**config.mk**
```make
export PLATFORM = sky130hd
export DESIGN_NAME = icache_top
export DESIGN_NICKNAME = d
export VERILOG_FILES = /design/src/hdl/cpu_pkg.sv /design/src/hdl/cache_pkg.sv /design/src/hdl/cache_way.sv /design/src/hdl/icache_controller.sv /design/src/hdl/icache_top.sv /design/src/hdl/line_store.sv /design/src/hdl/way_select.sv
export SDC_FILE = /design/constraint.sdc
export NUM_CORES = 2
export LEC_CHECK = 0
export BUFFER_PORTS_ARGS = -buffer_cell sky130_fd_sc_hd__buf_2
export CORE_MARGIN = 2
export CORE_UTILIZATION = 57
export DETAILED_ROUTE_END_ITERATION = 8
export HOLD_SLACK_MARGIN = 0.08
export PLACE_DENSITY_LB_ADDON = 0.12
export REMOVE_ABC_BUFFERS = 1
export SLEW_MARGIN = 20
export SYNTH_ARGS = -nofsm -noshare
export SYNTH_HDL_FRONTEND = slang
export SYNTH_HIERARCHICAL = 1
export SYNTH_MEMORY_MAX_BITS = 65536
export SYNTH_SLANG_ARGS = --single-unit
```
**constraint.sdc**
```tcl
create_clock -name i_clock -period 10.02 [get_ports i_clock]
set_clock_uncertainty 0.05 [all_clocks]
set_input_delay 0 -clock i_clock [delete_from_list [all_inputs] [get_ports i_clock]]
set_output_delay 0 -clock i_clock [all_outputs]
set_load 0.02 [all_outputs]
```
**src/hdl/cpu_pkg.sv**
```systemverilog
package cpu_pkg;

    // ------------------------------
    // Fetch port widths
    // ------------------------------

    localparam int INST_WIDTH = 32;  // One instruction word
    localparam int ADDR_WIDTH = 32;  // Byte addressing

    // Instruction word as seen on the fetch port
    typedef logic [INST_WIDTH-1:0] inst_t;

    // Byte address, two low bits zero for aligned fetches
    typedef logic [ADDR_WIDTH-1:0] inst_addr_t;

endpackage

```
**src/hdl/cache_pkg.sv**
```systemverilog
package cache_pkg;

    // Address bits below the word
    localparam int BYTE_OFFSET_WIDTH = 2;

    // ------------------------------
    // Address field widths
    // ------------------------------

    // Word select inside a line
    function automatic int block_width(input int blocks);
        return $clog2(blocks);
    endfunction

    // Line select inside a way
    function automatic int index_width(input int lines);
        return $clog2(lines);
    endfunction

    // Whatever is left above index and block
    function automatic int tag_width(input int blocks, input int lines);
        return cpu_pkg::ADDR_WIDTH - BYTE_OFFSET_WIDTH
               - index_width(lines) - block_width(blocks);
    endfunction

endpackage

```
**src/hdl/cache_way.sv**
```systemverilog
`timescale 1ns/100ps

module cache_way #(
    parameter int BLOCKS = 4,   // Words per line
    parameter int LINES  = 16   // Lines in this way
) (
    input  logic                                          i_clock,
    input  logic                                          i_rst_n,
    input  logic                                          i_clear,        // Flush all lines
    input  logic                                          i_we,           // Line write
    input  logic [cache_pkg::index_width(LINES)-1:0]      i_lookup_index,
    input  logic [cache_pkg::tag_width(BLOCKS, LINES)-1:0] i_lookup_tag,
    input  logic [cache_pkg::index_width(LINES)-1:0]      i_fill_index,
    input  logic [cache_pkg::tag_width(BLOCKS, LINES)-1:0] i_fill_tag,
    input  logic [BLOCKS*cpu_pkg::INST_WIDTH-1:0]         i_fill_line,
    output logic                                          o_hit,          // Valid and tag match
    output logic [BLOCKS*cpu_pkg::INST_WIDTH-1:0]         o_line          // Line at lookup index
);

    import cpu_pkg::*;
    import cache_pkg::*;

    localparam int TAG_W   = tag_width(BLOCKS, LINES);
    localparam int LINE_W  = BLOCKS * INST_WIDTH;

    typedef logic [TAG_W-1:0]  tag_t;
    typedef logic [LINE_W-1:0] line_t;

    logic [LINES-1:0] valid;       // One bit per line
    tag_t             stored_tag;  // Tag at lookup index

    // ------------------------------
    // Tag and data arrays
    // ------------------------------

    line_store #(
        .payload_t (tag_t),
        .DEPTH     (LINES)
    ) u_tag_store (
        .i_clock (i_clock),
        .i_we    (i_we),
        .i_waddr (i_fill_index),
        .i_wdata (i_fill_tag),
        .i_raddr (i_lookup_index),
        .o_rdata (stored_tag)
    );

    line_store #(
        .payload_t (line_t),
        .DEPTH     (LINES)
    ) u_data_store (
        .i_clock (i_clock),
        .i_we    (i_we),
        .i_waddr (i_fill_index),
        .i_wdata (i_fill_line),
        .i_raddr (i_lookup_index),
        .o_rdata (o_line)
    );

    // ------------------------------
    // Valid bits
    // ------------------------------

    always_ff @(posedge i_clock) begin
        if (!i_rst_n || i_clear) begin
            valid <= '0;                    // Nothing resident
        end else if (i_we) begin
            valid[i_fill_index] <= 1'b1;    // Line now usable
        end
    end

    // Hit needs a live line and a matching tag
    assign o_hit = valid[i_lookup_index] && (stored_tag == i_lookup_tag);

    // Controller only flushes while idle and only fills while refilling
    a_no_we_on_clear: assert property (
        @(posedge i_clock) disable iff (!i_rst_n) !(i_we && i_clear)
    ) else $error("cache_way write and clear in the same cycle");

endmodule

```
**src/hdl/icache_controller.sv**
```systemverilog
`timescale 1ns/100ps

module icache_controller #(
    parameter int NUM_WAYS = 2,   // Ways to refill into
    parameter int BLOCKS   = 4,   // Words per line
    parameter int LINES    = 16   // Lines per way
) (
    input  logic                                           i_clock,
    input  logic                                           i_rst_n,
    input  logic                                           i_rd,          // Fetch request
    input  logic                                           i_flush,       // Invalidate strobe
    input  logic                                           i_hit,         // Lookup result
    input  logic [cache_pkg::tag_width(BLOCKS, LINES)-1:0] i_tag,         // Lookup tag
    input  logic [cache_pkg::index_width(LINES)-1:0]       i_index,       // Lookup index
    input  cpu_pkg::inst_t                                 i_mem_data,    // Word from memory
    output logic [cache_pkg::tag_width(BLOCKS, LINES)-1:0] o_fill_tag,
    output logic [cache_pkg::index_width(LINES)-1:0]       o_fill_index,
    output logic [cache_pkg::block_width(BLOCKS)-1:0]      o_fill_block,  // Word being fetched
    output logic                                           o_mem_re,
    output logic [NUM_WAYS-1:0]                            o_way_we,      // Victim write strobe
    output logic [BLOCKS*cpu_pkg::INST_WIDTH-1:0]          o_fill_line,   // Assembled line
    output logic                                           o_clear,       // Flush to all ways
    output logic                                           o_busy         // CPU stall
);

    import cpu_pkg::*;
    import cache_pkg::*;

    localparam int BLOCK_W  = block_width(BLOCKS);
    localparam int VICTIM_W = (NUM_WAYS > 1) ? $clog2(NUM_WAYS) : 1;

    localparam logic [BLOCK_W-1:0]  LAST_BLOCK = BLOCK_W'(BLOCKS - 1);
    localparam logic [VICTIM_W-1:0] LAST_WAY   = VICTIM_W'(NUM_WAYS - 1);

    typedef enum logic {
        S_IDLE,    // Serving hits
        S_REFILL   // Fetching a line
    } state_t;

    state_t               state;
    logic [BLOCK_W-1:0]   block_cnt;   // Refill beat
    logic [VICTIM_W-1:0]  victim;      // Round-robin pointer
    inst_t [BLOCKS-2:0]   fill_buf;    // Words 0 to BLOCKS-2
    logic                 miss;        // Start of refill
    logic                 last_beat;   // Final word arriving

    // ------------------------------
    // Decode
    // ------------------------------

    // Flush wins over a miss in the same cycle
    assign miss      = (state == S_IDLE) && i_rd && !i_hit && !i_flush;
    assign last_beat = (state == S_REFILL) && (block_cnt == LAST_BLOCK);

    // ------------------------------
    // Refill FSM
    // ------------------------------

    always_ff @(posedge i_clock) begin
        if (!i_rst_n) begin
            state     <= S_IDLE;
            block_cnt <= '0;
            victim    <= '0;   // Way 0 goes first
        end else begin
            case (state)
                S_IDLE: begin
                    if (miss) begin
                        state     <= S_REFILL;
                        block_cnt <= '0;
                    end
                end
                S_REFILL: begin
                    block_cnt <= block_cnt + 1'b1;  // Wraps to zero after the last word
                    if (last_beat) begin
                        state  <= S_IDLE;
                        victim <= (victim == LAST_WAY) ? '0 : victim + 1'b1;
                    end
                end
                default: state <= S_IDLE;
            endcase
        end
    end

    // Miss address and early words
    always_ff @(posedge i_clock) begin
        if (miss) begin
            o_fill_tag   <= i_tag;     // Held for the whole refill
            o_fill_index <= i_index;
        end
        if ((state == S_REFILL) && !last_beat) begin
            fill_buf[block_cnt] <= i_mem_data;
        end
    end

    // ------------------------------
    // Outputs
    // ------------------------------

    assign o_busy       = (state == S_REFILL);
    assign o_mem_re     = (state == S_REFILL);            // One word per refill cycle
    assign o_fill_block = block_cnt;
    assign o_clear      = (state == S_IDLE) && i_flush;   // Held off during refill
    assign o_fill_line  = {i_mem_data, fill_buf};         // Last word straight from memory

    // Strobe the victim way on the last beat only
    always_comb begin
        o_way_we = '0;
        if (last_beat) begin
            o_way_we[victim] = 1'b1;
        end
    end

    a_way_we_onehot: assert property (
        @(posedge i_clock) disable iff (!i_rst_n) $onehot0(o_way_we)
    ) else $error("icache_controller writes more than one way");

endmodule

```
**src/hdl/icache_top.sv**
```systemverilog
`timescale 1ns/100ps

module icache_top #(
    parameter int NUM_WAYS = 2,   // Associativity
    parameter int BLOCKS   = 4,   // Words per line
    parameter int LINES    = 16   // Lines per way
) (
    input  logic                i_clock,
    input  logic                i_rst_n,
    input  cpu_pkg::inst_addr_t i_addr,      // Fetch byte address
    input  logic                i_rd,        // Fetch request
    input  logic                i_flush,     // Invalidate all lines
    output cpu_pkg::inst_t      o_inst,      // Fetched word
    output logic                o_hit,       // o_inst valid
    output logic                o_busy,      // Refill under way
    output cpu_pkg::inst_addr_t o_mem_addr,  // Refill byte address
    output logic                o_mem_re,    // Memory read strobe
    input  cpu_pkg::inst_t      i_mem_data   // Memory word, same cycle
);

    import cpu_pkg::*;
    import cache_pkg::*;

    localparam int BLOCK_W = block_width(BLOCKS);
    localparam int INDEX_W = index_width(LINES);
    localparam int TAG_W   = tag_width(BLOCKS, LINES);
    localparam int LINE_W  = BLOCKS * INST_WIDTH;

    // Lookup fields
    logic [TAG_W-1:0]   lookup_tag;
    logic [INDEX_W-1:0] lookup_index;
    logic [BLOCK_W-1:0] lookup_block;

    // Refill side
    logic [TAG_W-1:0]    fill_tag;
    logic [INDEX_W-1:0]  fill_index;
    logic [BLOCK_W-1:0]  fill_block;
    logic [LINE_W-1:0]   fill_line;
    logic [NUM_WAYS-1:0] way_we;
    logic                clear;

    // Way outputs
    logic [NUM_WAYS-1:0]             way_hit;
    logic [NUM_WAYS-1:0][LINE_W-1:0] way_lines;

    // ------------------------------
    // Address split
    // ------------------------------

    assign lookup_block = i_addr[BYTE_OFFSET_WIDTH +: BLOCK_W];
    assign lookup_index = i_addr[BYTE_OFFSET_WIDTH + BLOCK_W +: INDEX_W];
    assign lookup_tag   = i_addr[ADDR_WIDTH-1 -: TAG_W];

    // Back to a byte address for memory
    assign o_mem_addr = {fill_tag, fill_index, fill_block, {BYTE_OFFSET_WIDTH{1'b0}}};

    // ------------------------------
    // Controller
    // ------------------------------

    icache_controller #(
        .NUM_WAYS (NUM_WAYS),
        .BLOCKS   (BLOCKS),
        .LINES    (LINES)
    ) u_controller (
        .i_clock      (i_clock),
        .i_rst_n      (i_rst_n),
        .i_rd         (i_rd),
        .i_flush      (i_flush),
        .i_hit        (o_hit),
        .i_tag        (lookup_tag),
        .i_index      (lookup_index),
        .i_mem_data   (i_mem_data),
        .o_fill_tag   (fill_tag),
        .o_fill_index (fill_index),
        .o_fill_block (fill_block),
        .o_mem_re     (o_mem_re),
        .o_way_we     (way_we),
        .o_fill_line  (fill_line),
        .o_clear      (clear),
        .o_busy       (o_busy)
    );

    // ------------------------------
    // Ways
    // ------------------------------

    for (genvar w = 0; w < NUM_WAYS; w++) begin : g_way
        cache_way #(
            .BLOCKS (BLOCKS),
            .LINES  (LINES)
        ) u_way (
            .i_clock        (i_clock),
            .i_rst_n        (i_rst_n),
            .i_clear        (clear),
            .i_we           (way_we[w]),   // Only the victim writes
            .i_lookup_index (lookup_index),
            .i_lookup_tag   (lookup_tag),
            .i_fill_index   (fill_index),
            .i_fill_tag     (fill_tag),
            .i_fill_line    (fill_line),
            .o_hit          (way_hit[w]),
            .o_line         (way_lines[w])
        );
    end

    // Hit combine and word pick
    way_select #(
        .NUM_WAYS (NUM_WAYS),
        .BLOCKS   (BLOCKS)
    ) u_way_select (
        .i_way_hit   (way_hit),
        .i_way_lines (way_lines),
        .i_block     (lookup_block),
        .i_rd        (i_rd),
        .o_hit       (o_hit),
        .o_inst      (o_inst)
    );

endmodule

```
**src/hdl/line_store.sv**
```systemverilog
`timescale 1ns/100ps

module line_store #(
    parameter type payload_t = logic,  // Stored entry
    parameter int  DEPTH     = 16      // Number of entries
) (
    input  logic                     i_clock,
    input  logic                     i_we,       // Write strobe
    input  logic [$clog2(DEPTH)-1:0] i_waddr,    // Write entry
    input  payload_t                 i_wdata,    // Write payload
    input  logic [$clog2(DEPTH)-1:0] i_raddr,    // Read entry
    output payload_t                 o_rdata     // Read payload, no latency
);

    // Register array
    payload_t mem [DEPTH];

    // ------------------------------
    // Write port
    // ------------------------------

    always_ff @(posedge i_clock) begin
        if (i_we) begin
            mem[i_waddr] <= i_wdata;  // Lands at the edge
        end
    end

    // ------------------------------
    // Read port
    // ------------------------------

    // Same-cycle lookup for the hit path
    assign o_rdata = mem[i_raddr];

    // Writes stay inside the array
    a_waddr_range: assert property (
        @(posedge i_clock) i_we |-> (int'(i_waddr) < DEPTH)
    ) else $error("line_store write address %0d beyond depth %0d", i_waddr, DEPTH);

endmodule

```
**src/hdl/way_select.sv**
```systemverilog
`timescale 1ns/100ps

module way_select #(
    parameter int NUM_WAYS = 2,   // Ways to combine
    parameter int BLOCKS   = 4    // Words per line
) (
    input  logic [NUM_WAYS-1:0]                               i_way_hit,    // Per-way hit
    input  logic [NUM_WAYS-1:0][BLOCKS*cpu_pkg::INST_WIDTH-1:0] i_way_lines,  // Per-way line
    input  logic [cache_pkg::block_width(BLOCKS)-1:0]         i_block,      // Word in line
    input  logic                                              i_rd,         // Fetch request
    output logic                                              o_hit,
    output cpu_pkg::inst_t                                    o_inst
);

    import cpu_pkg::*;

    localparam int LINE_W = BLOCKS * INST_WIDTH;

    logic [LINE_W-1:0]        hit_line;   // Line of the hitting way
    inst_t [BLOCKS-1:0]       words;      // Same line by word
    logic                     any_hit;

    // ------------------------------
    // Way mux
    // ------------------------------

    // AND-OR mux since at most one way hits
    always_comb begin
        hit_line = '0;
        for (int w = 0; w < NUM_WAYS; w++) begin
            if (i_way_hit[w]) begin
                hit_line = hit_line | i_way_lines[w];
            end
        end
    end

    assign any_hit = |i_way_hit;

    // ------------------------------
    // Word mux
    // ------------------------------

    assign words  = hit_line;                        // Word 0 in the low bits
    assign o_hit  = any_hit && i_rd;                 // Only reported on a fetch
    assign o_inst = o_hit ? words[i_block] : '0;     // Zero when nothing hits

    // A refill never duplicates a resident tag
    a_single_hit: assert property (
        @(i_way_hit) $onehot0(i_way_hit)
    ) else $error("way_select more than one way hits");

endmodule

```
-- Yosys cells after proc, flatten, opt, wreduce, memory -nomap -nowiden
Memories as Yosys holds them, arrays and structs flattened.
Cells that the tools add are included.
- register bits after elaboration: 160
- RAM bits: 4864
- logic and storage cells: 78
- memories: 4
- $add $sub $neg: 2
- order comparisons: 8
- eq/ne operators: 4
- multiplexer cells: 27
- bitwise logic cells: 4
- reduce and logical (&&, ||, !) cells: 19
- memory list (name ; words ; bits a word ; rd ports ; clocked after Yosys merged registers in ; write ports ; line ; source):
    g_way[0].u_way.u_data_store.mem ; 16 ; 128 ; 1 ; 0 ; 1 ; line_store.sv:16 ; payload_t mem [DEPTH];
    g_way[1].u_way.u_data_store.mem ; 16 ; 128 ; 1 ; 0 ; 1 ; line_store.sv:16 ;
    g_way[0].u_way.u_tag_store.mem ; 16 ; 24 ; 1 ; 0 ; 1 ; line_store.sv:16 ;
    g_way[1].u_way.u_tag_store.mem ; 16 ; 24 ; 1 ; 0 ; 1 ; line_store.sv:16 ;
- operator list (kind ; count):
    128-bit 2-to-1 mux ; 2
    128-bit OR ; 1
    96-bit bitwise mux ; 1
    32-bit 2-to-1 mux ; 3
    32-bit binary-select mux with 2-bit select ; 1
    32-bit demux with 2-bit select ; 1
    24-bit == test ; 2
    16-bit OR ; 2
    1-bit logical AND ; 12
    1-bit 2-to-1 mux ; 11
    4-bit by 5-bit < comparator with 1-bit output (second input constant) ; 2
    1-bit binary-select mux with 4-bit select ; 2
    2-bit by 3-bit < comparator with 1-bit output (second input constant) ; 2
    1-bit demux with 4-bit select ; 1
    4-bit by 1-bit greater-or-equal comparator with 1-bit output (second input constant) ; 1
    1-bit zero test ; 4
    2-bit 2-to-1 mux ; 2
    2-bit one-hot mux with 2 select lines ; 1
    2-bit by 1-bit adder with 2-bit output (second input constant) ; 1
    2-bit == test (second input constant) ; 1
    2-bit by 1-bit greater-or-equal comparator with 1-bit output (second input constant) ; 1
    1-bit by 2-bit < comparator with 1-bit output (second input constant) ; 1
    2-bit by 1-bit != test with 1-bit output (second input constant) ; 1
    1-bit one-hot mux with 2 select lines ; 1
    7 further kinds ; 7

-- Depth between registers and ports, before layout
- depth after elaboration: 10
- gate-level depth with buffers: 15
- mapped depth without buffers: 11

-- By module
The synthesis kept the hierarchy.
- modules (own cells, without submodules) (module ; times used ; cells each ; area each (µm²)):
    line_store (g_way[0].u_way.u_data_store ...) ; 2 ; 3229 ; 76882.5
    line_store (g_way[0].u_way.u_tag_store ...) ; 2 ; 612 ; 14450.1
    icache_controller ; 1 ; 186 ; 4256.6
    way_select ; 1 ; 277 ; 2090.8
    cache_way ; 2 ; 99 ; 929.6
    icache_top ; 1 ; 3 ; 18.8

-- Worst setup path after synthesis
No wires, ideal clock.
- kind: reg-to-reg
- from: reg u_controller.block_cnt[0] (netlist: u_controller/o_fill_block[0])
- to: mem g_way[1].u_way/u_data_store/mem[0][0] (netlist name), enable pin
- library setup time: 0.772 ns
- arrival time: 10.206 ns
- slack: -1.008 ns
- cell stages (with the launch flop): 5
- cell sequence: dfxtp_1 ha_1 and3_1 or3b_2 nor3_1
- longest elaborated chain between the ends: 5
- ends and longest elaborated chain (what ; line ; source):
    start, declared ; icache_controller.sv:41 ; logic [BLOCK_W-1:0] block_cnt;
    start signal, assigned ; icache_controller.sv:73 ; block_cnt <= block_cnt + 1'b1;
    2-bit == test ; icache_controller.sv:53 ; assign last_beat = (state == S_REFILL) && (block_cnt == LAST_BLOCK);
    1-bit logical AND ; icache_controller.sv:53 ;
    2-bit 2-to-1 mux ; icache_controller.sv:108 ; if (last_beat) begin
    net way_we[1] ; icache_top.sv:39 ; logic [NUM_WAYS-1:0] way_we;
    1-bit 2-to-1 mux ; line_store.sv:23 ; if (i_we) begin
    1-bit 2-to-1 mux (implied by the code) ; line_store.sv:24 ; mem[i_waddr] <= i_wdata;
    end, declared ; line_store.sv:16 ;
The timed path passes the listed nets, and every way through them passes these cells.

-- Final worst setup path
- from: in i_addr[4]
- to: out o_inst[20]
- longest elaborated chain between the ends: 9
- ends and longest elaborated chain (what ; line ; source):
    start, declared ; icache_top.sv:10 ; input cpu_pkg::inst_addr_t i_addr,
    memory read 16 x 24 bit (*) ; - ;
    net g_way[0].u_way.stored_tag[11] ; cache_way.sv:30 ; tag_t stored_tag;
    24-bit == test (*) ; cache_way.sv:73 ; assign o_hit = valid[i_lookup_index] && (stored_tag == i_lookup_tag);
    1-bit logical AND (*) ; cache_way.sv:73 ;
    net way_hit[0] ; icache_top.sv:43 ; logic [NUM_WAYS-1:0] way_hit;
    128-bit 2-to-1 mux ; way_select.sv:31 ; if (i_way_hit[w]) begin
    128-bit OR ; way_select.sv:32 ; hit_line = hit_line | i_way_lines[w];
    128-bit 2-to-1 mux ; way_select.sv:31 ;
    32-bit binary-select mux with 2-bit select ; way_select.sv:45 ; assign o_inst = o_hit ? words[i_block] : '0;
    32-bit 2-to-1 mux (implied by the code) ; way_select.sv:45 ;
    32-bit 2-to-1 mux (*) ; way_select.sv:45 ;
    end, declared ; icache_top.sv:13 ; output cpu_pkg::inst_t o_inst,
The timed path passes the listed nets; every way through them passes the cells marked *. The select of a mux whose other input is x is not followed.

==> qor.yml <==
synth:
  ys_ff_latch: 5024
  netlist_area_mm2: 0.1909
  yosysSeqAreaShare: 0.7884
  avgSynthCellArea_um2: 22.87
  async_reset_ff_frac: 0
  postSynthCellCount: 8346
  synthFlopType: "edfxtp_1"
  yosys_warnings: 6
  synth-edff-count: 4988
  ys_types: 46
clock_network:
  numCtsBuffers: 525
  cts_tree: "yes"
  postCtsSetupBuffers: 0
  cts.clk_slew.worst_paths_ns: 0.06
  htree_num_levels: 6
  cts_sinks: 5024
  cts_buffer_depth: 4
  cts_root_buffer: "clkbuf_16"
  insertion_delay_ns: 1.01
layout:
  drive_gt1_frac: 0.2666
  fin_nets: 8941
  area_growth_pct: 12.38
  utilization: 0.6434
  final_cell_area_mm2: 0.2145
  fin_cells: 13640
placed_design:
  placed_cells: 12590
  io_buffer_count: 130
  place.gp.congestion: 0.7478
  place_area_mm2: 0.1971
  dpl.hpwl_mm: 228.4
  dp_slack_ns: 3.450
route:
  post_drt_wl_per_cell_um: 36.08
  first_pass_iters: 5
  drc: 0
  vias: 93620
  routed_wirelength_mm: 492.3
  detail-route-antenna-nets: 0
  drtIter0Drc: 11680
  via_per_inst: 6.862
pwr:
  power_density_mw_per_mm2: 199.4
  ir_worst_vdd_mv: 0.2014
  total_leakage_power_nw: 67.18
  power_mw: 42.77
sta:
  whs_ns: 0.1273
  finalSetupTns_ns: 0
  finalSetupViolCount: 0
  fin_ws_ns: 2.658
  tightestPinTransition_ns: 1.226
  drv_slew: 0
  timing.fmax_mhz: 135.8
  rsz0062_at_grt: "false"
  relSlewSlack: 0.1824
  period_needed_ns: 7.362
  hold_viol_final: 0
  fin_crit_sh: 0.7347
global_routing:
  antenna_found_initial: 15
  grt_first_pass_wirelength_mm: 696.0
  track_usage: 0.2906
  grt_max_degree: 99
  grt_overflow_total: 0
  grt_pass1_vias: 94450
critical_path:
  worstSetupPathType: "in2out"
  endpoint_kind: "primary output"
  cp.required_ns: 9.97
  cp_max_fo: 47
  cp_data_arrival_time_ns: 7.31
  cp-start-kind: "primary input"
floorplanning:
  dieArea_mm2: 0.3395
  rows: 212
  core_area_mm2: 0.3334
  initial_core_util: 0.5725
  fp.dieH_um: 582.7
  die_w_um: 582.7
  pin_count: 135
status:
  status: "finished clean"
hold_path:
  hold_path.class: "in2reg"
flow_run:
  max_cap_viol_count: 0
state kept, by name, indices dropped and copies added (netlist names):
register	cells
u_controller/o_fill_block	2
u_controller/victim	1
g_way.u_way/u_tag_store/mem	768
g_way.u_way/u_data_store/mem	4096
u_controller/o_fill_tag	24
u_controller/o_busy	1
g_way.u_way/valid	32
u_controller/o_fill_line	96
u_controller/o_fill_index	4
where the power goes:
group / total (mW) / switching (mW) / internal [mW]
logic: 1.54 / 0.899 / 0.645
clock network: 18.2 / 7.76 / 10.4
registers: 23.1 / 0.0932 / 23.0
area by class of cell:
| class | count | area [um^2] |
|---|---|---|
| inverter | 5 | 18.77 |
| multi-input combinational | 2812 | 38210 |
| sequential | 5024 | 150500 |
| clock inverter | 230 | 1615 |
| timing repair buffer | 501 | 4443 |
| clock buffer | 678 | 14220 |
| fill | 21650 | 118900 |
| antenna | 6 | 15.01 |
| tap | 4387 | 5489 |
cells in the mapped netlist, types with 3 or more instances:
library cell | instances | area, um^2
a21oi_1 | 88 | 440.4
a221oi_1 | 64 | 560.5
a221oi_2 | 24 | 360.4
a22o_1 | 32 | 280.3
a22oi_1 | 590 | 4429
a31oi_1 | 8 | 50.05
and2_1 | 11 | 68.82
and3_1 | 3 | 18.77
buf_1 | 16 | 60.06
buf_2 | 227 | 1136
buf_4 | 55 | 412.9
buf_6 | 31 | 349.1
clkbuf_1 | 177 | 664.4
dfxtp_1 | 36 | 720.7
edfxtp_1 | 4988 | 149800
ha_1 | 4 | 50.05
inv_1 | 5 | 18.77
mux2_2 | 130 | 1464
mux2i_1 | 52 | 520.5
mux4_1 | 8 | 210.2
mux4_2 | 1146 | 25810
nand2_1 | 244 | 915.9
nand2b_1 | 38 | 237.7
nand3_1 | 5 | 25.02
nand3b_1 | 12 | 90.09
nor2_1 | 94 | 352.8
nor2b_1 | 67 | 419.2
nor3_1 | 16 | 80.08
nor4_1 | 12 | 75.07
o21ai_0 | 36 | 180.2
o221ai_1 | 46 | 402.9
o22a_1 | 12 | 105.1
or3b_2 | 4 | 35.03
xor2_1 | 48 | 420.4
placed cells by master, fill, tap and decap left out, drive strengths merged, types with 94 or more instances in the layout:
cell	count
a22oi	590
nor2	94
buf	390
edfxtp	4988
mux4	1154
nand2	244
clkbuf	678
clkinv	187
mux2	130
dlygate4sd3	111
timing repair:
item | 4_1_cts | 5_1_grt
endpoints found under the hold margin | 1212 | 0
resized for setup | 0 | 0
hold buffers | 132 | 0
endpoints found under the setup margin | 0 | 0
routing by layer:
| layer | part of all wire | track usage | up-vias |
|---|---|---|---|
| met5 | 0.000051 | 0 | - |
| met3 | 0.095 | 0.04563 | 791 |
| li1 | - | - | 36810 |
| met2 | 0.49 | 0.4710 | 5137 |
| met4 | 0.027 | 0.07713 | 4 |
| met1 | 0.39 | 0.4192 | 50890 |
final timing paths:
kind                                         start                                      end  slack, ns  depth (start not counted)
max                                      i_addr[4]                               o_inst[20]       2.66                         16
min                                 i_mem_data[15]  g_way[1].u_way/u_data_store/mem[6][111]       0.13                          3
min reg2reg               g_way[0].u_way/valid[12]                 g_way[0].u_way/valid[12]       0.41                          2
max reg2reg  g_way[0].u_way/u_tag_store/mem[3][13]                      u_controller/o_busy       4.23                         13
logic make-up (layout without fill, tap and decap cells):
group / Yosys count / in the layout / share of synthesized area
AOI/OAI and AO/OA: 904 / 904 / 0.03583
xor gates and xnor gates: 48 / 48 / 0.002202
muxes: 1336 / 1336 / 0.1467
buffers and inverters: 511 / 1414 / 0.01384
adders and majority gates: 4 / 4 / 0.0002622
DFF: 5024 / 5024 / 0.7884
and+or+nand+nor: 518 / 518 / 0.01272
other: 1 / 8 / 0.00001964
worst max-delay path, cell delays in order:
cell and delay, ns:
dlygate4sd3_1 0.58, buf_12 0.25, buf_4 0.80, mux4_2 0.59
a22oi_1 0.28, nand2_1 0.14, xor2_1 0.17, nor4_1 0.26
nand4_1 0.31, nor3_4 0.77, o21ai_1 0.49, nor2_4 0.18
buf_4 0.43, buf_4 0.63, a22o_1 0.47, buf_2 0.23
(Power assumes the default switching activity.)
